===== config.mk =====
export PLATFORM = sky130hd
export DESIGN_NAME = fetch_top
export DESIGN_NICKNAME = d
export VERILOG_FILES = /design/src/verilog/fetch_pkg.sv /design/src/verilog/fetch_addr_gen.sv /design/src/verilog/fetch_data_hold.sv /design/src/verilog/fetch_issue.sv /design/src/verilog/fetch_top.sv
export VERILOG_INCLUDE_DIRS = /design/src /design/src/verilog
export SDC_FILE = /design/constraint.sdc
export NUM_CORES = 1
export LEC_CHECK = 0
export BUFFER_PORTS_ARGS = -buffer_cell sky130_fd_sc_hd__buf_2
export CAP_MARGIN = 25
export CORE_AREA = 2 2 169 121
export CTS_CLUSTER_SIZE = 25
export DETAILED_ROUTE_END_ITERATION = 7
export DIE_AREA = 0 0 171 123
export GPL_TIMING_DRIVEN = 0
export PLACE_DENSITY = 0.75
export SLEW_MARGIN = 20
export SYNTH_ARGS = -nofsm -noshare
export SYNTH_HDL_FRONTEND = slang
export SYNTH_SLANG_ARGS = --single-unit

===== constraint.sdc =====
create_clock -name clk -period 2 [get_ports clk]
set_clock_uncertainty 0.05 [all_clocks]
set_input_delay 0.4 -clock clk [delete_from_list [all_inputs] [get_ports clk]]
set_output_delay 0.4 -clock clk [all_outputs]
set_load 0.02 [all_outputs]

===== src/verilog/fetch_macros.svh =====
/*
 * Project-wide widths, start address and NOP encoding for the fetch stage.
 * Included by the package, the RTL and the testbench.
 */

`ifndef FETCH_MACROS_SVH
`define FETCH_MACROS_SVH

//////////////////////////////////////////////////////////////////////
// Widths
//////////////////////////////////////////////////////////////////////

// Address and instruction width, one word
`define FETCH_XLEN 32

// Lowest kept address bit, word aligned fetch
`define FETCH_WORD_LSB 2

//////////////////////////////////////////////////////////////////////
// Constants
//////////////////////////////////////////////////////////////////////

// Address loaded by either reset
`define FETCH_START_ADDR 32'h0000_0100

// addi x0, x0, 0
`define FETCH_NOP 32'h0000_0013

`endif


===== src/verilog/fetch_pkg.sv =====
/*
 * Types shared by the fetch stage and its testbench: the redirect and
 * branch-prediction bundles and the reason code of the address path.
 */

`default_nettype none

`include "fetch_macros.svh"

package fetch_pkg;

    //////////////////////////////////////////////////////////////////////
    // Redirect inputs from the core
    //////////////////////////////////////////////////////////////////////

    // Context switch wins over execute-stage jump
    typedef struct packed {
        logic                   ctx_switch;
        logic [`FETCH_XLEN-1:0] ctx_target;
        logic                   jump;
        logic [`FETCH_XLEN-1:0] jump_target;
    } fetch_redirect_t;

    // Branch prediction from decode
    typedef struct packed {
        logic                   take;
        logic                   rollback;
        logic [`FETCH_XLEN-1:0] target;
    } fetch_bp_t;

    //////////////////////////////////////////////////////////////////////
    // Address update reason
    //////////////////////////////////////////////////////////////////////

    // Why the address register moves at the coming edge
    typedef enum logic [2:0] {
        REASON_HOLD     = 3'd0,
        REASON_SEQ      = 3'd1,
        REASON_CTX      = 3'd2,
        REASON_JUMP     = 3'd3,
        REASON_BP       = 3'd4,
        REASON_ROLLBACK = 3'd5
    } fetch_reason_e;

endpackage

`default_nettype wire


===== src/verilog/fetch_addr_gen.sv =====
/*
 * Instruction address path of the fetch stage. Ranks the redirect sources,
 * holds the word address register and keeps the resume address for a
 * branch-prediction rollback.
 */

`default_nettype none

`include "fetch_macros.svh"

module fetch_addr_gen (
    input  wire logic                     clk,
    input  wire logic                     reset_n,
    input  wire logic                     sys_reset_i,
    input  wire logic                     enable_i,

    input  wire fetch_pkg::fetch_redirect_t redirect_i,
    input  wire fetch_pkg::fetch_bp_t       bp_i,

    output fetch_pkg::fetch_reason_e      reason_o,
    output logic [`FETCH_XLEN-1:0]        iaddr_o
);

    localparam logic [`FETCH_XLEN-1:0] START_ADDR = `FETCH_START_ADDR;

    // Word address, low bits are always zero
    logic [`FETCH_XLEN-1:`FETCH_WORD_LSB] iaddr_q;
    logic [`FETCH_XLEN-1:`FETCH_WORD_LSB] iaddr_next;
    logic [`FETCH_XLEN-1:`FETCH_WORD_LSB] iaddr_advance;
    logic [`FETCH_XLEN-1:`FETCH_WORD_LSB] rollback_addr_q;

    assign iaddr_advance = iaddr_q + 1'b1;

    //////////////////////////////////////////////////////////////////////
    // Redirect priority
    //////////////////////////////////////////////////////////////////////

    always_comb begin
        if (redirect_i.ctx_switch) begin
            reason_o = fetch_pkg::REASON_CTX;
        end
        else if (redirect_i.jump) begin
            reason_o = fetch_pkg::REASON_JUMP;
        end
        else if (enable_i && bp_i.take) begin
            // Prediction only counts while the stage advances
            reason_o = fetch_pkg::REASON_BP;
        end
        else if (bp_i.rollback) begin
            reason_o = fetch_pkg::REASON_ROLLBACK;
        end
        else if (enable_i) begin
            reason_o = fetch_pkg::REASON_SEQ;
        end
        else begin
            reason_o = fetch_pkg::REASON_HOLD;
        end
    end

    // Next word address per reason
    always_comb begin
        case (reason_o)
            fetch_pkg::REASON_CTX: begin
                iaddr_next = redirect_i.ctx_target[`FETCH_XLEN-1:`FETCH_WORD_LSB];
            end
            fetch_pkg::REASON_JUMP: begin
                iaddr_next = redirect_i.jump_target[`FETCH_XLEN-1:`FETCH_WORD_LSB];
            end
            fetch_pkg::REASON_BP: begin
                iaddr_next = bp_i.target[`FETCH_XLEN-1:`FETCH_WORD_LSB];
            end
            fetch_pkg::REASON_ROLLBACK: begin
                iaddr_next = rollback_addr_q;
            end
            default: begin
                iaddr_next = iaddr_advance;
            end
        endcase
    end

    //////////////////////////////////////////////////////////////////////
    // Address register
    //////////////////////////////////////////////////////////////////////

    always_ff @(posedge clk or negedge reset_n) begin
        if (!reset_n) begin
            iaddr_q <= START_ADDR[`FETCH_XLEN-1:`FETCH_WORD_LSB];
        end
        else if (sys_reset_i) begin
            iaddr_q <= START_ADDR[`FETCH_XLEN-1:`FETCH_WORD_LSB];
        end
        else if (reason_o != fetch_pkg::REASON_HOLD) begin
            iaddr_q <= iaddr_next;
        end
    end

    // Word after the predicted branch, where a rollback resumes
    always_ff @(posedge clk) begin
        if (enable_i && bp_i.take) begin
            rollback_addr_q <= iaddr_advance;
        end
    end

    assign iaddr_o = {iaddr_q, {`FETCH_WORD_LSB{1'b0}}};

endmodule

`default_nettype wire


===== src/verilog/fetch_data_hold.sv =====
/*
 * Keeps the memory word across a stall and forwards either the live
 * memory word or the held one to the issue stage.
 */

`default_nettype none

`include "fetch_macros.svh"

module fetch_data_hold (
    input  wire logic                   clk,
    input  wire logic                   reset_n,
    input  wire logic                   enable_i,

    input  wire logic [`FETCH_XLEN-1:0] idata_i,
    output logic [`FETCH_XLEN-1:0]      idata_o
);

    // High when memory saw a new address last cycle
    logic                   enable_q;
    logic [`FETCH_XLEN-1:0] idata_held_q;

    always_ff @(posedge clk or negedge reset_n) begin
        if (!reset_n) begin
            enable_q <= 1'b0;
        end
        else begin
            enable_q <= enable_i;
        end
    end

    //////////////////////////////////////////////////////////////////////
    // Stall capture
    //////////////////////////////////////////////////////////////////////

    // First stalled edge after an enabled cycle grabs the word in flight
    always_ff @(posedge clk or negedge reset_n) begin
        if (!reset_n) begin
            idata_held_q <= `FETCH_NOP;
        end
        else if (!enable_i && enable_q) begin
            idata_held_q <= idata_i;
        end
    end

    // Memory output is stale once a stall has passed an edge
    assign idata_o = enable_q ? idata_i : idata_held_q;

endmodule

`default_nettype wire


===== src/verilog/fetch_issue.sv =====
/*
 * Issue side of the fetch stage. Tracks the redirect shadow and the
 * rollback flag, follows the PC of the arriving word and registers the
 * instruction and PC pair for decode.
 */

`default_nettype none

`include "fetch_macros.svh"

module fetch_issue (
    input  wire logic                     clk,
    input  wire logic                     reset_n,
    input  wire logic                     sys_reset_i,
    input  wire logic                     enable_i,

    input  wire fetch_pkg::fetch_reason_e reason_i,
    input  wire logic [`FETCH_XLEN-1:0]   iaddr_i,
    input  wire logic [`FETCH_XLEN-1:0]   idata_i,

    output logic [`FETCH_XLEN-1:0]        instruction_o,
    output logic [`FETCH_XLEN-1:0]        pc_o,
    output logic                          jumping_o,
    output logic                          bp_rollback_o
);

    logic                   jumped;
    logic                   rollback;
    logic                   jumped_q;
    logic                   rollback_q;
    logic [`FETCH_XLEN-1:0] iaddr_q;

    assign jumped = (reason_i == fetch_pkg::REASON_CTX)  ||
                    (reason_i == fetch_pkg::REASON_JUMP) ||
                    (reason_i == fetch_pkg::REASON_BP);

    assign rollback = (reason_i == fetch_pkg::REASON_ROLLBACK);

    //////////////////////////////////////////////////////////////////////
    // Redirect shadow
    //////////////////////////////////////////////////////////////////////

    // First stage of the shadow, the word in memory is squashed
    always_ff @(posedge clk or negedge reset_n) begin
        if (!reset_n) begin
            jumped_q <= 1'b1;
        end
        else if (sys_reset_i) begin
            jumped_q <= 1'b1;
        end
        else if (jumped) begin
            jumped_q <= 1'b1;
        end
        else if (enable_i || rollback) begin
            jumped_q <= 1'b0;
        end
    end

    // Second stage; a rollback cuts the pending shadow short
    always_ff @(posedge clk or negedge reset_n) begin
        if (!reset_n) begin
            jumping_o <= 1'b1;
        end
        else if (sys_reset_i) begin
            jumping_o <= 1'b1;
        end
        else if (jumped || (jumped_q && !rollback)) begin
            jumping_o <= 1'b1;
        end
        else if (enable_i || rollback) begin
            jumping_o <= 1'b0;
        end
    end

    //////////////////////////////////////////////////////////////////////
    // Rollback flag
    //////////////////////////////////////////////////////////////////////

    always_ff @(posedge clk or negedge reset_n) begin
        if (!reset_n) begin
            rollback_q <= 1'b0;
        end
        else if (sys_reset_i) begin
            rollback_q <= 1'b0;
        end
        else if (rollback) begin
            rollback_q <= 1'b1;
        end
        else if (enable_i) begin
            rollback_q <= 1'b0;
        end
    end

    always_ff @(posedge clk or negedge reset_n) begin
        if (!reset_n) begin
            bp_rollback_o <= 1'b0;
        end
        else if (sys_reset_i) begin
            bp_rollback_o <= 1'b0;
        end
        else if (enable_i) begin
            bp_rollback_o <= rollback_q;
        end
    end

    //////////////////////////////////////////////////////////////////////
    // PC and instruction
    //////////////////////////////////////////////////////////////////////

    // Address that memory is answering this cycle
    always_ff @(posedge clk or negedge reset_n) begin
        if (!reset_n) begin
            iaddr_q <= '0;
        end
        else if (jumped_q || enable_i) begin
            iaddr_q <= iaddr_i;
        end
    end

    always_ff @(posedge clk or negedge reset_n) begin
        if (!reset_n) begin
            pc_o <= '0;
        end
        else if (enable_i) begin
            pc_o <= iaddr_q;
        end
    end

    always_ff @(posedge clk or negedge reset_n) begin
        if (!reset_n) begin
            instruction_o <= `FETCH_NOP;
        end
        else if (sys_reset_i) begin
            instruction_o <= `FETCH_NOP;
        end
        else if (enable_i) begin
            instruction_o <= idata_i;
        end
    end

endmodule

`default_nettype wire


===== src/verilog/fetch_top.sv =====
/*
 * Fetch stage top level. Joins the address path, the stall capture and
 * the issue registers between the core and the instruction memory.
 */

`default_nettype none

`include "fetch_macros.svh"

module fetch_top (
    input  wire logic                       clk,
    input  wire logic                       reset_n,
    input  wire logic                       sys_reset_i,
    input  wire logic                       enable_i,

    input  wire fetch_pkg::fetch_redirect_t redirect_i,
    input  wire fetch_pkg::fetch_bp_t       bp_i,

    // Instruction memory, data returns one cycle after the address
    output logic [`FETCH_XLEN-1:0]          instruction_address_o,
    input  wire logic [`FETCH_XLEN-1:0]     instruction_data_i,

    // Decode side
    output logic [`FETCH_XLEN-1:0]          instruction_o,
    output logic [`FETCH_XLEN-1:0]          pc_o,
    output logic                            jumping_o,
    output logic                            bp_rollback_o
);

    fetch_pkg::fetch_reason_e reason;
    logic [`FETCH_XLEN-1:0]   idata_sel;

    //////////////////////////////////////////////////////////////////////
    // Address path
    //////////////////////////////////////////////////////////////////////

    fetch_addr_gen u_fetch_addr_gen (
        .clk         (clk),
        .reset_n     (reset_n),
        .sys_reset_i (sys_reset_i),
        .enable_i    (enable_i),
        .redirect_i  (redirect_i),
        .bp_i        (bp_i),
        .reason_o    (reason),
        .iaddr_o     (instruction_address_o)
    );

    //////////////////////////////////////////////////////////////////////
    // Data capture
    //////////////////////////////////////////////////////////////////////

    fetch_data_hold u_fetch_data_hold (
        .clk      (clk),
        .reset_n  (reset_n),
        .enable_i (enable_i),
        .idata_i  (instruction_data_i),
        .idata_o  (idata_sel)
    );

    //////////////////////////////////////////////////////////////////////
    // Issue
    //////////////////////////////////////////////////////////////////////

    fetch_issue u_fetch_issue (
        .clk           (clk),
        .reset_n       (reset_n),
        .sys_reset_i   (sys_reset_i),
        .enable_i      (enable_i),
        .reason_i      (reason),
        .iaddr_i       (instruction_address_o),
        .idata_i       (idata_sel),
        .instruction_o (instruction_o),
        .pc_o          (pc_o),
        .jumping_o     (jumping_o),
        .bp_rollback_o (bp_rollback_o)
    );

endmodule

`default_nettype wire


==> flow_summary.toml <==
[sta]
finalSetupViolations = 5
max_slew_margin_pct = 48.6
fin_ws_ns = -0.115
maxSlewViolCount = 0
hold_viol = 0
min_period_over_period_pct = 106
worst_slew_pin_slew_ns = 0.771
fin_crit_ns = 2.12
hold_slack_ns = 0.149
fmax_mhz = 473
grt_setup_unrepaired = "true"

[critical_path]
cp_cell_sequence = "and4_1 > buf_6 > nand3_4 > or4_4 > a21o_1 > a22o_1"
cpPeakStageDelay_ns = 0.58
worst-setup-path-type = "reg2reg"
crit_fanout = 6
cp.arrival_ns = 2.40
required_ns = 2.28
cpLargestDelayFamily = "simple AND/OR/NAND/NOR gates"
critPathSlowestCell = "dfstp_2"
path_buf_inv = 1
startpoint_type = "flop"
end_kind = "flop"

[min_path]
min_path_type = "in2reg"

[synth]
synth.avg_cell_area_um2 = 10.8
synth-edff-count = 30
syn_area_um2 = 9410
synthArstFlopShare_pct = 84.1
yosysUniqueCellTypes = 59
yosysSeqAreaShare_pct = 52.0
yosys-top-cells-area = "dfrtp_1 40%, mux2_2 10%, edfxtp_1 9.6%"
yosys.area.top_type_share_pct = 39.9
yosysMostFrequentCell = "dfrtp_1"
synth_top_cells_by_count = "150 x dfrtp_1, 87 x mux2_2, 60 x nor2_1"
yosysTopAreaCell = "dfrtp_1"
yosys_warnings = 0
synth_cells = 873
synth.ff_latch_count = 189
ys.flop_type = "dfrtp_1"

[power]
swShare_pct = 29.7
internal_power_mw = 7.11
combPwrFrac_pct = 17.7
seq_power_share_pct = 45.3
p_clk_share_pct = 37.0
leakage_nw = 5.56
cellPowerDensity_nw_per_um2 = 851
vdd_drop_max_mv = 0.508
p_sw_mw = 3.00

[final_layout]
final_util_pct = 61.1
layout.nets = 1268
num-fill-cells = 1657
final_cells = 1414
antenna_cells = 0
syn_to_final_growth_pct = 26.4
drive_gt1_share_pct = 39.5
final_area_um2 = 11900

[die]
core_area_um2 = 19500
fp-row-count = 43
start_util_pct = 48.3
die_y_um = 123
dieArea_um2 = 21000
fp.dieW_um = 171
io_pins = 234

[clock_network]
cts_root_buffer = "clkbuf_16"
cts_made_buffers = 17
cts_sinks = 189
cts_tree = "done"
htree_levels = 4
cts.reportedPaths.clkPinSlew_ns = 0.08
clk_latency_ns = 0.44
clock_path_buffers = 2

[global_route]
antenna_found_initial = 0
grt-ovfl-total = 0
grt_usage_pct = 27.9
grt.busiest_layer = "met2"
use_met3_pct = 8.26
grt_pass1_vias = 7892
grt_pass1_wl_um = 44200
grt_start_max_net_pins = 98
grt_util_met1_pct = 38.8
gr-usage-met2_pct = 42.1

[detailed_routing]
vias = 8208
vias_per_cell = 5.80
drt_iter0_drc = 819
routedWlPerCell_um = 20.7
drc = 0
drt_first_pass_iters = 6
postRouteAntennaNets = 0
routed_wl_um = 29300

[place]
place.gp.congestion = 0.978
pre_cts_slack_ns = -0.878
dpl-instance-area_um2 = 10900
hpwl_um = 21000
dp.cells = 1369
port_buffers = 222

[job]
max_cap_viol_count = 0

[outcome]
status = "finished with violations"
violations = "setup timing"
## final timing paths
kind / from / endpoint / slack [ns] / depth (start not counted)
worst max register to register: u_fetch_addr_gen.iaddr_q[8] / u_fetch_addr_gen.iaddr_q[29] / -0.12 / 6
min in group asynchronous: reset_n / u_fetch_issue.pc_o[28] / 0.45 / 2
worst max-delay path: u_fetch_addr_gen.iaddr_q[8] / u_fetch_addr_gen.iaddr_q[29] / -0.12 / 6
max in group asynchronous: reset_n / u_fetch_addr_gen.iaddr_q[5] / 0.57 / 3
worst min-delay path: instruction_data_i[25] / u_fetch_data_hold.idata_held_q[25] / 0.15 / 2
worst min register to register: u_fetch_issue.jumped_q / u_fetch_issue.jumped_q / 0.43 / 2
## cells by family after synthesis
kind of cell	Yosys count	synth area share, %
flops	189	52.0
other cells	1	0.0398
compound gates	214	14.8
mux	121	14.0
simple gates	215	11.9
xor+xnor	26	2.42
fa+ha+maj	1	0.133
buf+inv	106	4.75
## power groups by stage
| stage | Clock [mW] | Sequential, mW | Combinational (mW) |
|---|---|---|---|
| after floorplan | 0 | 4.82 | 0.817 |
| after global routing | 3.94 | 4.63 | 1.93 |
| after CTS | 3.76 | 4.58 | 1.76 |
| final | 3.74 | 4.59 | 1.79 |
| after global placement | 0 | 4.63 | 1.68 |
| after detailed placement | 0 | 4.65 | 1.73 |
## registers in the layout, summed over array words and instances (netlist names)
name                              count
u_fetch_data_hold.enable_q            1
u_fetch_addr_gen.rollback_addr_q     30
u_fetch_issue.pc_o                   30
u_fetch_issue.instruction_o          32
u_fetch_issue.jumping_o               1
u_fetch_issue.bp_rollback_o           1
u_fetch_addr_gen.iaddr_q             30
u_fetch_data_hold.idata_held_q       32
u_fetch_issue.jumped_q                1
u_fetch_issue.iaddr_q                30
u_fetch_issue.rollback_q              1
## per-layer routing
metal  vias to the layer above  share of wire (%)
met5                         -                  0
met3                        64                 11
met2                       464                 44
met4                         0                2.6
met1                      4010                 43
li1                       3670                  -
## repair_timing
item                                    CTS  global route
cloned                                    0             0
setup buffers                             8             8
pin swaps                                 3             5
hold buffers                              1             0
resized for setup                        38            45
endpoints found under the setup margin  160           105
endpoints found under the hold margin    59             0
## cells in the final DEF (no fill, tap or decap), types with 10 or more instances in the layout
master / Yosys / final
buf_2: 16 / 239
nor2b_1: 14 / 14
dfrtp_1: 150 / 140
inv_1: 32 / 32
clkbuf_2: 2 / 15
nand3_1: 18 / 14
nand4_1: 13 / 13
nand4b_1: 15 / 15
a22oi_1: 11 / 11
a211oi_1: 39 / 39
dfrtp_2: 0 / 10
mux2_2: 87 / 87
a21oi_1: 59 / 58
buf_4: 5 / 20
nor2_1: 60 / 58
o21ai_0: 40 / 38
mux2i_1: 34 / 34
clkbuf_16: 0 / 17
xnor2_1: 20 / 19
clkbuf_1: 42 / 25
nand2_1: 53 / 53
edfxtp_1: 30 / 30
a2bb2oi_1: 10 / 10
## stage by stage
step	power, mW	TNS [ns]
after floorplan	5.64	-0.0864
after global placement	6.31	-382.87
after detailed placement	6.38	-82.23
after CTS	10.1	-0.115
after global routing	10.5	-0.684
final	10.1	-0.270
## area by class of cell
| type | count | area, um^2 | share of cell area [%] |
|---|---|---|---|
| timing repair buffer | 240 | 1290 | 10.8 |
| tap | 270 | 338 | 2.84 |
| inverter | 33 | 124 | 1.04 |
| clock inverter | 15 | 226 | 1.90 |
| sequential | 189 | 4900 | 41.2 |
| clock buffer | 17 | 425 | 3.58 |
| buffer | 69 | 360 | 3.03 |
| multi-input combinational | 581 | 4230 | 35.6 |
Power figures use the tool's default switching activity.
